$ cat src/hdl/rv_pkg.sv
/*
 * Shared definitions for the RV32I pipeline core
 * Data width, reset PC and the NOP word
 * Opcode, ALU operation and forwarding select enums
 */
package rv_pkg;

	// ==============================
	// Widths and constants
	// ==============================

	// Data and address width
	localparam int XLEN = 32;

	// First fetch address out of reset
	localparam logic [XLEN-1:0] RESET_PC = '0;

	// ADDI x0, x0, 0 used as bubble
	localparam logic [31:0] NOP_INST = 32'h0000_0013;

	// ==============================
	// Enums
	// ==============================

	// Major opcodes of the supported subset
	typedef enum logic [6:0] {
		OP     = 7'b0110011,
		OP_IMM = 7'b0010011,
		LOAD   = 7'b0000011,
		STORE  = 7'b0100011,
		BRANCH = 7'b1100011,
		JAL    = 7'b1101111,
		JALR   = 7'b1100111
	} opcode_t;

	// ALU operations
	typedef enum logic [2:0] {
		ALU_ADD,
		ALU_SUB,
		ALU_AND,
		ALU_OR,
		ALU_XOR,
		ALU_SLT,
		ALU_PASS_B
	} alu_op_t;

	// Operand source in execute
	typedef enum logic [1:0] {
		FWD_REG,
		FWD_MEM,
		FWD_WB
	} fwd_sel_t;

endpackage

$ cat src/hdl/rv_decoder.sv
/*
 * RV32I subset decoder
 * Register indices, immediate formats and control levels
 */
`timescale 1ns/10ps

module rv_decoder
(
	input  logic [31:0]              i_inst,
	output logic [4:0]               o_rs1,
	output logic [4:0]               o_rs2,
	output logic [4:0]               o_rd,
	output logic [rv_pkg::XLEN-1:0]  o_imm,
	output rv_pkg::alu_op_t          o_alu_op,
	output logic                     o_use_imm,
	output logic                     o_use_pc,
	output logic                     o_reg_we,
	output logic                     o_mem_re,
	output logic                     o_mem_we,
	output logic                     o_branch,
	output logic                     o_jal,
	output logic                     o_jalr,
	output logic [2:0]               o_br_func
);
	import rv_pkg::*;

	opcode_t         opcode;
	logic [2:0]      funct3;
	logic            funct7_b5;
	logic            is_nop;
	alu_op_t         arith_op;
	logic [XLEN-1:0] imm_i;
	logic [XLEN-1:0] imm_s;
	logic [XLEN-1:0] imm_b;
	logic [XLEN-1:0] imm_j;

	// Fixed field positions
	assign opcode    = opcode_t'(i_inst[6:0]);
	assign funct3    = i_inst[14:12];
	assign funct7_b5 = i_inst[30];
	assign o_rs1     = i_inst[19:15];
	assign o_rs2     = i_inst[24:20];
	assign o_rd      = i_inst[11:7];
	assign o_br_func = funct3;
	// Flushed slot, keep every enable low
	assign is_nop    = (i_inst == NOP_INST);

	// ==============================
	// Immediate formats
	// ==============================
	assign imm_i = {{20{i_inst[31]}}, i_inst[31:20]};
	assign imm_s = {{20{i_inst[31]}}, i_inst[31:25], i_inst[11:7]};
	assign imm_b = {{19{i_inst[31]}}, i_inst[31], i_inst[7], i_inst[30:25], i_inst[11:8], 1'b0};
	assign imm_j = {{11{i_inst[31]}}, i_inst[31], i_inst[19:12], i_inst[20],
		i_inst[30:21], 1'b0};

	// Register and immediate arithmetic share funct3
	always_comb
	begin
		case (funct3)
			// SUB only for register form with funct7 bit 5
			3'b000:  arith_op = (opcode == OP && funct7_b5) ? ALU_SUB : ALU_ADD;
			3'b010:  arith_op = ALU_SLT;
			3'b100:  arith_op = ALU_XOR;
			3'b110:  arith_op = ALU_OR;
			3'b111:  arith_op = ALU_AND;
			default: arith_op = ALU_ADD;
		endcase
	end

	// ==============================
	// Control decode
	// ==============================
	always_comb
	begin
		o_imm     = imm_i;
		o_alu_op  = ALU_PASS_B;
		o_use_imm = 1'b0;
		o_use_pc  = 1'b0;
		o_reg_we  = 1'b0;
		o_mem_re  = 1'b0;
		o_mem_we  = 1'b0;
		o_branch  = 1'b0;
		o_jal     = 1'b0;
		o_jalr    = 1'b0;
		case (opcode)
			OP:
			begin
				o_alu_op = arith_op;
				o_reg_we = 1'b1;
			end
			OP_IMM:
			begin
				o_alu_op  = arith_op;
				o_use_imm = 1'b1;
				o_reg_we  = 1'b1;
			end
			LOAD:
			begin
				// Address is rs1 + imm
				o_alu_op  = ALU_ADD;
				o_use_imm = 1'b1;
				o_reg_we  = 1'b1;
				o_mem_re  = 1'b1;
			end
			STORE:
			begin
				o_imm     = imm_s;
				o_alu_op  = ALU_ADD;
				o_use_imm = 1'b1;
				o_mem_we  = 1'b1;
			end
			BRANCH:
			begin
				o_imm    = imm_b;
				o_alu_op = ALU_SUB;
				o_branch = 1'b1;
			end
			JAL:
			begin
				// ALU sums PC + imm, result replaced by link in execute
				o_imm     = imm_j;
				o_alu_op  = ALU_ADD;
				o_use_imm = 1'b1;
				o_use_pc  = 1'b1;
				o_reg_we  = 1'b1;
				o_jal     = 1'b1;
			end
			JALR:
			begin
				o_alu_op  = ALU_ADD;
				o_use_imm = 1'b1;
				o_reg_we  = 1'b1;
				o_jalr    = 1'b1;
			end
			default:
			begin
				// Unknown opcode, nothing enabled
				o_alu_op = ALU_PASS_B;
			end
		endcase
		if (is_nop)
		begin
			o_reg_we = 1'b0;
		end
	end

endmodule

$ cat src/hdl/rv_regfile.sv
/*
 * 32 x XLEN register file
 * Two combinational reads, one write, x0 tied to zero, write bypass
 */
`timescale 1ns/10ps

module rv_regfile
(
	input  logic                    clk,
	input  logic                    rst_n,
	input  logic [4:0]              i_rs1,
	input  logic [4:0]              i_rs2,
	input  logic [4:0]              i_rd,
	input  logic                    i_we,
	input  logic [rv_pkg::XLEN-1:0] i_wdata,
	output logic [rv_pkg::XLEN-1:0] o_rs1_data,
	output logic [rv_pkg::XLEN-1:0] o_rs2_data
);
	// x1..x31 only, x0 has no storage
	logic [rv_pkg::XLEN-1:0] regs [1:31];
	logic                    wr_valid;

	assign wr_valid = i_we && (i_rd != 5'd0);

	always_ff @(posedge clk or negedge rst_n)
	begin
		if (!rst_n)
		begin
			for (int i = 1; i < 32; i++)
			begin
				regs[i] <= '0;
			end
		end
		else if (wr_valid)
		begin
			regs[i_rd] <= i_wdata;
		end
	end

	// Same-cycle writeback seen by decode
	assign o_rs1_data = (i_rs1 == 5'd0) ? '0 :
		(wr_valid && i_rd == i_rs1) ? i_wdata : regs[i_rs1];
	assign o_rs2_data = (i_rs2 == 5'd0) ? '0 :
		(wr_valid && i_rd == i_rs2) ? i_wdata : regs[i_rs2];

endmodule

$ cat src/hdl/rv_alu_exec.sv
/*
 * Execute stage datapath
 * ALU, link value, branch compare and redirect target
 */
`timescale 1ns/10ps

module rv_alu_exec
(
	input  rv_pkg::alu_op_t         i_alu_op,
	input  logic [rv_pkg::XLEN-1:0] i_op_a,
	input  logic [rv_pkg::XLEN-1:0] i_op_b,
	input  logic [rv_pkg::XLEN-1:0] i_rs1_val,
	input  logic [rv_pkg::XLEN-1:0] i_rs2_val,
	input  logic [rv_pkg::XLEN-1:0] i_pc,
	input  logic [rv_pkg::XLEN-1:0] i_imm,
	input  logic                    i_branch,
	input  logic                    i_jal,
	input  logic                    i_jalr,
	input  logic [2:0]              i_br_func,
	output logic [rv_pkg::XLEN-1:0] o_result,
	output logic [rv_pkg::XLEN-1:0] o_target,
	output logic                    o_taken
);
	import rv_pkg::*;

	logic [XLEN-1:0] alu_out;
	logic [XLEN-1:0] link;
	logic [XLEN-1:0] jalr_sum;
	logic            br_cond;

	// ==============================
	// ALU
	// ==============================
	always_comb
	begin
		case (i_alu_op)
			ALU_ADD:  alu_out = i_op_a + i_op_b;
			ALU_SUB:  alu_out = i_op_a - i_op_b;
			ALU_AND:  alu_out = i_op_a & i_op_b;
			ALU_OR:   alu_out = i_op_a | i_op_b;
			ALU_XOR:  alu_out = i_op_a ^ i_op_b;
			ALU_SLT:  alu_out = {{(XLEN-1){1'b0}}, $signed(i_op_a) < $signed(i_op_b)};
			default:  alu_out = i_op_b;
		endcase
	end

	// Jumps write back the return address
	assign link     = i_pc + XLEN'(4);
	assign o_result = (i_jal || i_jalr) ? link : alu_out;

	// ==============================
	// Branch resolution
	// ==============================
	// Compare on forwarded register values
	always_comb
	begin
		case (i_br_func)
			3'b000:  br_cond = (i_rs1_val == i_rs2_val);
			3'b001:  br_cond = (i_rs1_val != i_rs2_val);
			3'b100:  br_cond = ($signed(i_rs1_val) < $signed(i_rs2_val));
			3'b101:  br_cond = ($signed(i_rs1_val) >= $signed(i_rs2_val));
			default: br_cond = 1'b0;
		endcase
	end

	assign o_taken = i_jal || i_jalr || (i_branch && br_cond);

	// JALR target with bit 0 cleared
	assign jalr_sum = i_rs1_val + i_imm;
	assign o_target = i_jalr ? {jalr_sum[XLEN-1:1], 1'b0} : (i_pc + i_imm);

endmodule

$ cat src/hdl/rv_forward_unit.sv
/*
 * Operand forwarding selects and load-use stall detection
 */
`timescale 1ns/10ps

module rv_forward_unit
(
	input  logic [4:0]       i_ex_rs1,
	input  logic [4:0]       i_ex_rs2,
	input  logic [4:0]       i_id_rs1,
	input  logic [4:0]       i_id_rs2,
	input  logic [4:0]       i_mem_rd,
	input  logic [4:0]       i_wb_rd,
	input  logic [4:0]       i_ex_rd,
	input  logic             i_mem_we,
	input  logic             i_wb_we,
	input  logic             i_ex_load,
	output rv_pkg::fwd_sel_t o_fwd_a,
	output rv_pkg::fwd_sel_t o_fwd_b,
	output logic             o_load_stall
);
	import rv_pkg::*;

	// Youngest producer wins and x0 is never forwarded
	function automatic fwd_sel_t pick_src(input logic [4:0] rs);
		fwd_sel_t sel;
		sel = FWD_REG;
		if (rs != 5'd0)
		begin
			if (i_mem_we && i_mem_rd == rs)
			begin
				sel = FWD_MEM;
			end
			else if (i_wb_we && i_wb_rd == rs)
			begin
				sel = FWD_WB;
			end
		end
		return sel;
	endfunction

	always_comb
	begin
		o_fwd_a = pick_src(i_ex_rs1);
		o_fwd_b = pick_src(i_ex_rs2);
	end

	// Load data not ready until end of memory stage
	assign o_load_stall = i_ex_load && (i_ex_rd != 5'd0) &&
		((i_ex_rd == i_id_rs1) || (i_ex_rd == i_id_rs2));

endmodule

$ cat src/hdl/rv_core.sv
/*
 * Five-stage in-order RV32I core
 * PC, pipeline registers, halt / flush / stall control
 * Operand forwarding muxes and external memory ports
 */
`timescale 1ns/10ps

module rv_core
(
	input  logic                    clk,
	input  logic                    rst_n,
	input  logic                    i_halt,
	output logic [rv_pkg::XLEN-1:0] o_imem_addr,
	input  logic [31:0]             i_imem_data,
	output logic [rv_pkg::XLEN-1:0] o_dmem_addr,
	output logic [rv_pkg::XLEN-1:0] o_dmem_wdata,
	output logic                    o_dmem_we,
	output logic                    o_dmem_re,
	input  logic [rv_pkg::XLEN-1:0] i_dmem_rdata
);
	import rv_pkg::*;

	logic [XLEN-1:0] pc;
	// Fetch / decode
	logic [XLEN-1:0] if_id_pc;
	logic [31:0]     if_id_inst;
	// Decoder and register file outputs
	logic [4:0]      dec_rs1;
	logic [4:0]      dec_rs2;
	logic [4:0]      dec_rd;
	logic [XLEN-1:0] dec_imm;
	alu_op_t         dec_alu_op;
	logic            dec_use_imm;
	logic            dec_use_pc;
	logic            dec_reg_we;
	logic            dec_mem_re;
	logic            dec_mem_we;
	logic            dec_branch;
	logic            dec_jal;
	logic            dec_jalr;
	logic [2:0]      dec_br_func;
	logic [XLEN-1:0] rf_rs1_data;
	logic [XLEN-1:0] rf_rs2_data;
	// Decode / execute
	logic [XLEN-1:0] id_ex_pc;
	logic [4:0]      id_ex_rs1;
	logic [4:0]      id_ex_rs2;
	logic [4:0]      id_ex_rd;
	logic [XLEN-1:0] id_ex_imm;
	logic [XLEN-1:0] id_ex_rs1_data;
	logic [XLEN-1:0] id_ex_rs2_data;
	alu_op_t         id_ex_alu_op;
	logic            id_ex_use_imm;
	logic            id_ex_use_pc;
	logic            id_ex_reg_we;
	logic            id_ex_mem_re;
	logic            id_ex_mem_we;
	logic            id_ex_branch;
	logic            id_ex_jal;
	logic            id_ex_jalr;
	logic [2:0]      id_ex_br_func;
	// Execute
	fwd_sel_t        fwd_a;
	fwd_sel_t        fwd_b;
	logic            load_stall;
	logic            id_ex_kill;
	logic [XLEN-1:0] rs1_fwd;
	logic [XLEN-1:0] rs2_fwd;
	logic [XLEN-1:0] op_a;
	logic [XLEN-1:0] op_b;
	logic [XLEN-1:0] ex_result;
	logic [XLEN-1:0] ex_target;
	logic            ex_taken;
	// Execute / memory
	logic [4:0]      ex_mem_rd;
	logic            ex_mem_reg_we;
	logic            ex_mem_mem_re;
	logic            ex_mem_mem_we;
	logic [XLEN-1:0] ex_mem_alu;
	logic [XLEN-1:0] ex_mem_store_data;
	// Memory / writeback
	logic [4:0]      mem_wb_rd;
	logic            mem_wb_reg_we;
	logic            mem_wb_mem_re;
	logic [XLEN-1:0] mem_wb_load_data;
	logic [XLEN-1:0] mem_wb_alu;
	logic [XLEN-1:0] wb_data;

	// Forwarded value for one operand
	function automatic logic [XLEN-1:0] fwd_value(input fwd_sel_t sel,
		input logic [XLEN-1:0] reg_val, input logic [XLEN-1:0] mem_val,
		input logic [XLEN-1:0] wb_val);
		case (sel)
			FWD_MEM: return mem_val;
			FWD_WB:  return wb_val;
			default: return reg_val;
		endcase
	endfunction

	// ==============================
	// Fetch
	// ==============================
	// Halt over redirect over stall
	always_ff @(posedge clk or negedge rst_n)
	begin
		if (!rst_n)
		begin
			pc         <= RESET_PC;
			if_id_pc   <= RESET_PC;
			if_id_inst <= NOP_INST;
		end
		else if (!i_halt)
		begin
			if (ex_taken)
			begin
				pc         <= ex_target;
				if_id_inst <= NOP_INST;
			end
			else if (!load_stall)
			begin
				pc         <= pc + XLEN'(4);
				if_id_pc   <= pc;
				if_id_inst <= i_imem_data;
			end
		end
	end

	assign o_imem_addr = pc;

	// ==============================
	// Decode
	// ==============================
	rv_decoder u_decoder
	(
		.i_inst    (if_id_inst),
		.o_rs1     (dec_rs1),
		.o_rs2     (dec_rs2),
		.o_rd      (dec_rd),
		.o_imm     (dec_imm),
		.o_alu_op  (dec_alu_op),
		.o_use_imm (dec_use_imm),
		.o_use_pc  (dec_use_pc),
		.o_reg_we  (dec_reg_we),
		.o_mem_re  (dec_mem_re),
		.o_mem_we  (dec_mem_we),
		.o_branch  (dec_branch),
		.o_jal     (dec_jal),
		.o_jalr    (dec_jalr),
		.o_br_func (dec_br_func)
	);

	// Writes masked while halted
	rv_regfile u_regfile
	(
		.clk        (clk),
		.rst_n      (rst_n),
		.i_rs1      (dec_rs1),
		.i_rs2      (dec_rs2),
		.i_rd       (mem_wb_rd),
		.i_we       (mem_wb_reg_we && !i_halt),
		.i_wdata    (wb_data),
		.o_rs1_data (rf_rs1_data),
		.o_rs2_data (rf_rs2_data)
	);

	// Bubble on redirect or load-use
	assign id_ex_kill = ex_taken || load_stall;

	always_ff @(posedge clk or negedge rst_n)
	begin
		if (!rst_n)
		begin
			id_ex_reg_we <= 1'b0;
			id_ex_mem_re <= 1'b0;
			id_ex_mem_we <= 1'b0;
			id_ex_branch <= 1'b0;
			id_ex_jal    <= 1'b0;
			id_ex_jalr   <= 1'b0;
		end
		else if (!i_halt)
		begin
			id_ex_reg_we <= dec_reg_we && !id_ex_kill;
			id_ex_mem_re <= dec_mem_re && !id_ex_kill;
			id_ex_mem_we <= dec_mem_we && !id_ex_kill;
			id_ex_branch <= dec_branch && !id_ex_kill;
			id_ex_jal    <= dec_jal && !id_ex_kill;
			id_ex_jalr   <= dec_jalr && !id_ex_kill;
		end
	end

	// Decode / execute payload
	always_ff @(posedge clk)
	begin
		if (!i_halt)
		begin
			id_ex_pc       <= if_id_pc;
			id_ex_rs1      <= dec_rs1;
			id_ex_rs2      <= dec_rs2;
			id_ex_rd       <= dec_rd;
			id_ex_imm      <= dec_imm;
			id_ex_rs1_data <= rf_rs1_data;
			id_ex_rs2_data <= rf_rs2_data;
			id_ex_alu_op   <= dec_alu_op;
			id_ex_use_imm  <= dec_use_imm;
			id_ex_use_pc   <= dec_use_pc;
			id_ex_br_func  <= dec_br_func;
		end
	end

	// ==============================
	// Execute
	// ==============================
	rv_forward_unit u_forward_unit
	(
		.i_ex_rs1     (id_ex_rs1),
		.i_ex_rs2     (id_ex_rs2),
		.i_id_rs1     (dec_rs1),
		.i_id_rs2     (dec_rs2),
		.i_mem_rd     (ex_mem_rd),
		.i_wb_rd      (mem_wb_rd),
		.i_ex_rd      (id_ex_rd),
		.i_mem_we     (ex_mem_reg_we),
		.i_wb_we      (mem_wb_reg_we),
		.i_ex_load    (id_ex_mem_re),
		.o_fwd_a      (fwd_a),
		.o_fwd_b      (fwd_b),
		.o_load_stall (load_stall)
	);

	// rs2_fwd also carries the store data
	assign rs1_fwd = fwd_value(fwd_a, id_ex_rs1_data, ex_mem_alu, wb_data);
	assign rs2_fwd = fwd_value(fwd_b, id_ex_rs2_data, ex_mem_alu, wb_data);
	assign op_a    = id_ex_use_pc ? id_ex_pc : rs1_fwd;
	assign op_b    = id_ex_use_imm ? id_ex_imm : rs2_fwd;

	rv_alu_exec u_alu_exec
	(
		.i_alu_op  (id_ex_alu_op),
		.i_op_a    (op_a),
		.i_op_b    (op_b),
		.i_rs1_val (rs1_fwd),
		.i_rs2_val (rs2_fwd),
		.i_pc      (id_ex_pc),
		.i_imm     (id_ex_imm),
		.i_branch  (id_ex_branch),
		.i_jal     (id_ex_jal),
		.i_jalr    (id_ex_jalr),
		.i_br_func (id_ex_br_func),
		.o_result  (ex_result),
		.o_target  (ex_target),
		.o_taken   (ex_taken)
	);

	// ==============================
	// Memory and writeback
	// ==============================
	always_ff @(posedge clk or negedge rst_n)
	begin
		if (!rst_n)
		begin
			ex_mem_reg_we <= 1'b0;
			ex_mem_mem_re <= 1'b0;
			ex_mem_mem_we <= 1'b0;
			mem_wb_reg_we <= 1'b0;
			mem_wb_mem_re <= 1'b0;
		end
		else if (!i_halt)
		begin
			ex_mem_reg_we <= id_ex_reg_we;
			ex_mem_mem_re <= id_ex_mem_re;
			ex_mem_mem_we <= id_ex_mem_we;
			mem_wb_reg_we <= ex_mem_reg_we;
			mem_wb_mem_re <= ex_mem_mem_re;
		end
	end

	// Load data sampled at end of memory stage
	always_ff @(posedge clk)
	begin
		if (!i_halt)
		begin
			ex_mem_rd         <= id_ex_rd;
			ex_mem_alu        <= ex_result;
			ex_mem_store_data <= rs2_fwd;
			mem_wb_rd         <= ex_mem_rd;
			mem_wb_alu        <= ex_mem_alu;
			mem_wb_load_data  <= i_dmem_rdata;
		end
	end

	assign o_dmem_addr  = ex_mem_alu;
	assign o_dmem_wdata = ex_mem_store_data;
	// Held store fires once after halt drops
	assign o_dmem_we    = ex_mem_mem_we && !i_halt;
	assign o_dmem_re    = ex_mem_mem_re;

	assign wb_data = mem_wb_mem_re ? mem_wb_load_data : mem_wb_alu;

endmodule

$ cat config.mk
export PLATFORM = sky130hd
export DESIGN_NAME = rv_core
export DESIGN_NICKNAME = d
export VERILOG_FILES = /design/src/hdl/rv_pkg.sv /design/src/hdl/rv_decoder.sv /design/src/hdl/rv_regfile.sv /design/src/hdl/rv_alu_exec.sv /design/src/hdl/rv_forward_unit.sv /design/src/hdl/rv_core.sv
export SDC_FILE = /design/constraint.sdc
export NUM_CORES = 2
export LEC_CHECK = 0
export ABC_CLOCK_PERIOD_IN_PS = 8200
export BUFFER_PORTS_ARGS = -buffer_cell sky130_fd_sc_hd__clkbuf_2
export CAP_MARGIN = 40
export CORE_ASPECT_RATIO = 0.9
export CORE_MARGIN = 2
export CORE_UTILIZATION = 60
export CTS_CLUSTER_SIZE = 24
export DETAILED_ROUTE_END_ITERATION = 12
export PLACE_DENSITY = 0.85
export SKIP_CTS_REPAIR_TIMING = 1
export SYNTH_ARGS = -nofsm -noshare
export SYNTH_HDL_FRONTEND = slang
export SYNTH_SLANG_ARGS = --single-unit
$ cat constraint.sdc
create_clock -name clk -period 8.2 [get_ports clk]
set_clock_uncertainty 0.15 [all_clocks]
set_input_delay 0.82 -clock clk [delete_from_list [all_inputs] [get_ports clk]]
set_output_delay 0.82 -clock clk [all_outputs]
set_load 0.01 [all_outputs]
==> metrics.txt <==
# TYPE chip_impl_metric gauge
chip_impl_metric{name="seq_power_share",unit="%"} 43.6
chip_impl_metric{name="cellLeakagePower",unit="uW"} 0.0359
chip_impl_metric{name="proportion_of_total_power_due_to_net_switching",unit="%"} 32.9
chip_impl_info{name="mostFrequentLayoutCells",value="sky130_fd_sc_hd__dfrtp_1, sky130_fd_sc_hd__nand2_1, sky130_fd_sc_hd__o21ai_0, sky130_fd_sc_hd__a21oi_1, sky130_fd_sc_hd__nor2_1"} 1
chip_impl_metric{name="share_of_final_layout_standard_cells_stronger_than_drive_strength_1",unit="%"} 18.8
chip_impl_metric{name="worst_ir_drop_vdd",unit="V"} 0.000197
chip_impl_metric{name="drt_first_iter_violations",unit=""} 9513
chip_impl_metric{name="placeable_core_region",unit="um^2"} 129000
chip_impl_metric{name="p_int",unit="uW"} 13400
chip_impl_metric{name="place.detailed.hpwl",unit="mm"} 188
chip_impl_metric{name="worst-r2r-cell-count",unit=""} 20
chip_impl_info{name="worst-setup-path-type",value="reg2reg"} 1
chip_impl_metric{name="fin_total_pwr",unit="uW"} 20000
chip_impl_metric{name="required_time_worst_endpoint",unit="ns"} 8.60
chip_impl_metric{name="final_period_minus_worst_setup_slack",unit="ns"} 7.39
chip_impl_metric{name="post_synth_inst_count",unit=""} 7275
chip_impl_metric{name="wire_length_of_the_first_global_routing_pass",unit="mm"} 418
chip_impl_metric{name="p_switching",unit="uW"} 6590
chip_impl_metric{name="crit_path_max_fanout",unit=""} 31
chip_impl_metric{name="synth_area",unit="um^2"} 77800
chip_impl_info{name="worstHoldStart",value="i_dmem_rdata[7]"} 1
chip_impl_info{name="min_delay_worst_endpoint",value="mem_wb_load_data[7]"} 1
chip_impl_metric{name="chipWidth",unit="um"} 384
chip_impl_metric{name="syn_nets",unit=""} 7540
chip_impl_metric{name="routedWlPerCell",unit="um"} 31.7
chip_impl_metric{name="fp-row-count",unit=""} 125
chip_impl_metric{name="combinational_cell_fraction_of_total_power",unit="%"} 22.9
chip_impl_info{name="r2r_start",value="mem_wb_rd[3]"} 1
chip_impl_metric{name="detail-route-antenna-nets",unit=""} 0
chip_impl_metric{name="async_reset_ff_share",unit="%"} 79.8
chip_impl_metric{name="initial_core_util",unit="%"} 60.4
chip_impl_info{name="cts_tree",value="yes"} 1
chip_impl_metric{name="p_clk_share",unit="%"} 33.5
chip_impl_info{name="clockRootBuffer",value="sky130_fd_sc_hd__clkbuf_16"} 1
chip_impl_metric{name="postRouteWirelength",unit="mm"} 285
chip_impl_metric{name="total_negative_setup_slack",unit="ns"} 0
chip_impl_metric{name="hold-worst-slack",unit="ns"} 0.0333
chip_impl_metric{name="clk_latency",unit="ns"} 0.83
chip_impl_metric{name="worst-slew-pin-transition",unit="ns"} 1.12
chip_impl_metric{name="drc_errors",unit=""} 0
chip_impl_metric{name="post_layout_net_count",unit=""} 7428
chip_impl_metric{name="grt_usage",unit="%"} 42.9
chip_impl_metric{name="utilization",unit="%"} 66.4
chip_impl_info{name="hold_class",value="in2reg"} 1
chip_impl_info{name="most_common_cell_after_layout_fill_and_taps_aside",value="sky130_fd_sc_hd__dfrtp_1"} 1
chip_impl_metric{name="drt-pass1-iter-count",unit=""} 8
chip_impl_info{name="synth_flop_cell",value="sky130_fd_sc_hd__dfrtp_1"} 1
chip_impl_metric{name="drv_cap",unit=""} 0
chip_impl_metric{name="min_period_over_period",unit="%"} 90.1
chip_impl_metric{name="worst_ep_arrival_time",unit="ns"} 7.79
chip_impl_metric{name="max-clock-path-buffers",unit=""} 3
chip_impl_metric{name="timing_max_transition_violations_final",unit=""} 0
chip_impl_metric{name="setup_viol_count_final",unit=""} 0
chip_impl_metric{name="die-height",unit="um"} 346
chip_impl_metric{name="initial_antenna_violation_count",unit=""} 15
chip_impl_metric{name="synth_seq_cells",unit=""} 1377
chip_impl_metric{name="routabilityCongestion",unit=""} 1.05
chip_impl_metric{name="drt-vias-per-instance",unit=""} 7.26
chip_impl_metric{name="die-area",unit="um^2"} 133000
chip_impl_info{name="critical_path.endpoint_type",value="register"} 1
chip_impl_metric{name="clk_transition_reported_paths",unit="ns"} 0.06
chip_impl_metric{name="synthesis.area_per_instance",unit="um^2"} 10.7
chip_impl_metric{name="cts-buffers-inserted",unit=""} 142
chip_impl_metric{name="power_density",unit="nW/um^2"} 234
chip_impl_info{name="grt_setup_unrepaired",value="no"} 1
chip_impl_metric{name="hold_depth",unit=""} 1
chip_impl_metric{name="first_global_vias",unit=""} 64100
chip_impl_metric{name="floorplan.io_pins",unit=""} 165
chip_impl_metric{name="global_route.overflow_total",unit=""} 0
chip_impl_metric{name="routed-via-count",unit=""} 65300
chip_impl_metric{name="clock_sinks",unit=""} 1377
chip_impl_metric{name="synth_enable_flop_cells",unit=""} 278
chip_impl_metric{name="layout-area-overhead-vs-synth",unit="%"} 10.0
chip_impl_metric{name="hold_viol_final",unit=""} 0
chip_impl_metric{name="port_buffers",unit=""} 164
chip_impl_metric{name="relSlewSlack",unit="%"} 25.0
chip_impl_metric{name="grt_max_degree",unit=""} 183
chip_impl_metric{name="yosys_warnings",unit=""} 0
chip_impl_metric{name="fmax",unit="GHz"} 0.135
chip_impl_info{name="reg2reg_to",value="o_dmem_addr[31]"} 1
chip_impl_metric{name="worst-r2r-setup-slack",unit="ns"} 0.81
chip_impl_info{name="critPathLaunchType",value="register"} 1
chip_impl_metric{name="htree_num_levels",unit=""} 4
chip_impl_metric{name="synth_cell_types",unit=""} 92
chip_impl_metric{name="synth_seq_area_share",unit="%"} 46.1
chip_impl_info{name="status",value="finished, final reports clean"} 1
logic make-up after synthesis:
| family | share of synthesized area, % |
|---|---|
| flip-flops | 46.1 |
| XOR/XNOR | 1.55 |
| adder cells (fa/ha/maj) | 3.22 |
| AO/OA/AOI/OAI | 16.0 |
| buffers and inverters | 4.08 |
| AND/OR/NAND/NOR | 10.2 |
| multiplexers | 18.8 |
final cells by class:
type | instances | area, um^2
diodes | 3 | 7.51
clock buffers | 195 | 3950
clock inverters | 66 | 805
fillers | 9105 | 43300
inverters | 208 | 793
multi-input cells | 5068 | 39100
flip-flops and latches | 1377 | 35900
well taps | 1714 | 2140
repair buffers | 366 | 2930
flip-flops by register name (all words and copies together), names as in the netlist, 3 cells and up:
name and count:
id_ex_pc 32, id_ex_imm 21, mem_wb_load_data 32, if_id_inst 32, id_ex_rs2_data 32, id_ex_rs1 5, id_ex_rs2 5, id_ex_alu_op 3
id_ex_rd 5, mem_wb_alu 32, u_regfile.regs 992, if_id_pc 32, ex_mem_rd 5, o_dmem_addr 32, id_ex_rs1_data 32, o_imem_addr 32
o_dmem_wdata 32, mem_wb_rd 5, id_ex_br_func 3
Yosys cell counts, types with 13 or more instances:
master / number / area (um^2)
sky130_fd_sc_hd__xor2_1: 55 / 482
sky130_fd_sc_hd__mux4_2: 576 / 13000
sky130_fd_sc_hd__a22oi_1: 84 / 631
sky130_fd_sc_hd__o22ai_1: 18 / 113
sky130_fd_sc_hd__nor3_1: 45 / 225
sky130_fd_sc_hd__inv_1: 205 / 769
sky130_fd_sc_hd__o31ai_1: 16 / 120
sky130_fd_sc_hd__xnor2_1: 83 / 727
sky130_fd_sc_hd__mux2i_1: 45 / 450
sky130_fd_sc_hd__edfxtp_1: 278 / 8350
sky130_fd_sc_hd__a211o_1: 14 / 123
sky130_fd_sc_hd__dfrtp_1: 1096 / 27400
sky130_fd_sc_hd__mux2_2: 104 / 1170
sky130_fd_sc_hd__and2_1: 17 / 106
sky130_fd_sc_hd__buf_2: 25 / 125
sky130_fd_sc_hd__nor4_1: 18 / 113
sky130_fd_sc_hd__and3_1: 28 / 175
sky130_fd_sc_hd__o211ai_1: 93 / 698
sky130_fd_sc_hd__a22o_1: 99 / 867
sky130_fd_sc_hd__nor2_1: 612 / 2300
sky130_fd_sc_hd__nand3_1: 67 / 335
sky130_fd_sc_hd__or4_1: 15 / 113
sky130_fd_sc_hd__o2bb2ai_1: 13 / 114
sky130_fd_sc_hd__nor2b_1: 22 / 138
sky130_fd_sc_hd__a211oi_1: 32 / 240
sky130_fd_sc_hd__buf_1: 85 / 319
sky130_fd_sc_hd__nand4_1: 19 / 119
sky130_fd_sc_hd__o21ai_0: 878 / 4390
sky130_fd_sc_hd__a21o_1: 44 / 330
sky130_fd_sc_hd__a31oi_1: 31 / 194
sky130_fd_sc_hd__ha_1: 194 / 2430
sky130_fd_sc_hd__nand2_1: 903 / 3390
sky130_fd_sc_hd__o21a_1: 25 / 188
sky130_fd_sc_hd__a21oi_1: 622 / 3110
sky130_fd_sc_hd__clkbuf_1: 507 / 1900
sky130_fd_sc_hd__nand2b_1: 87 / 544
sky130_fd_sc_hd__o21bai_1: 23 / 173
worst max path at each step:
stage	from	endpoint	cells past startpoint
floorplan	mem_wb_rd[2]	o_dmem_addr[14]	25
global placement	mem_wb_rd[3]	id_ex_reg_we	21
detailed placement	mem_wb_rd[3]	o_dmem_addr[31]	20
CTS	mem_wb_rd[3]	o_dmem_addr[31]	20
global route	mem_wb_rd[3]	if_id_pc[30]	20
finish	mem_wb_rd[3]	o_dmem_addr[31]	20
routing by layer:
metal	up-vias	wire [um]	GRT usage, %	part of all wire [%]
met5	-	69	0	0.024
met2	5438	125000	62.6	44
li1	26400	-	-	-
met4	12	22200	27.8	7.8
met1	32100	99200	55.9	35
met3	1342	38900	13.4	14
stage by stage:
stage / instances / worst slack (ns) / cell area (um^2)
3_3_place_gp: 8696 / 1.06 / 80100
5_1_grt: 8994 / 0.280 / 85600
2_1_floorplan: 7275 / 2.05 / 77800
6_report: 8997 / 0.814 / 85600
4_1_cts: 8991 / 0.965 / 85500
3_5_place_dp: 8730 / 0.976 / 80800
worst max-delay path, stage by stage (launching register included):
cell	delay (ns)
sky130_fd_sc_hd__edfxtp_1	0.62
sky130_fd_sc_hd__xor2_1	0.23
sky130_fd_sc_hd__nor3_1	0.23
sky130_fd_sc_hd__nand3_1	0.12
sky130_fd_sc_hd__nor3_1	0.44
sky130_fd_sc_hd__ha_2	0.76
sky130_fd_sc_hd__nand2b_1	0.27
sky130_fd_sc_hd__o221ai_1	0.26
sky130_fd_sc_hd__mux2i_1	0.59
sky130_fd_sc_hd__inv_1	0.19
sky130_fd_sc_hd__ha_1	0.38
sky130_fd_sc_hd__a21o_1	0.13
sky130_fd_sc_hd__a21oi_1	0.08
sky130_fd_sc_hd__o21ai_0	0.39
sky130_fd_sc_hd__a21oi_1	0.26
sky130_fd_sc_hd__o31ai_2	0.57
sky130_fd_sc_hd__a31oi_1	0.27
sky130_fd_sc_hd__a2111oi_0	0.62
sky130_fd_sc_hd__or4_1	0.19
sky130_fd_sc_hd__a211oi_1	0.06
sky130_fd_sc_hd__a211o_1	0.30
power by group through the flow:
stage | logic [uW] | registers, uW | clock network, uW
finish | 4590 | 8730 | 6700
global route | 4900 | 8770 | 6980
CTS | 4470 | 8660 | 6700
detailed placement | 4430 | 8770 | 0
global placement | 4310 | 8700 | 0
floorplan | 3030 | 8380 | 0
Note: power is estimated with default switching activity, not from simulation.
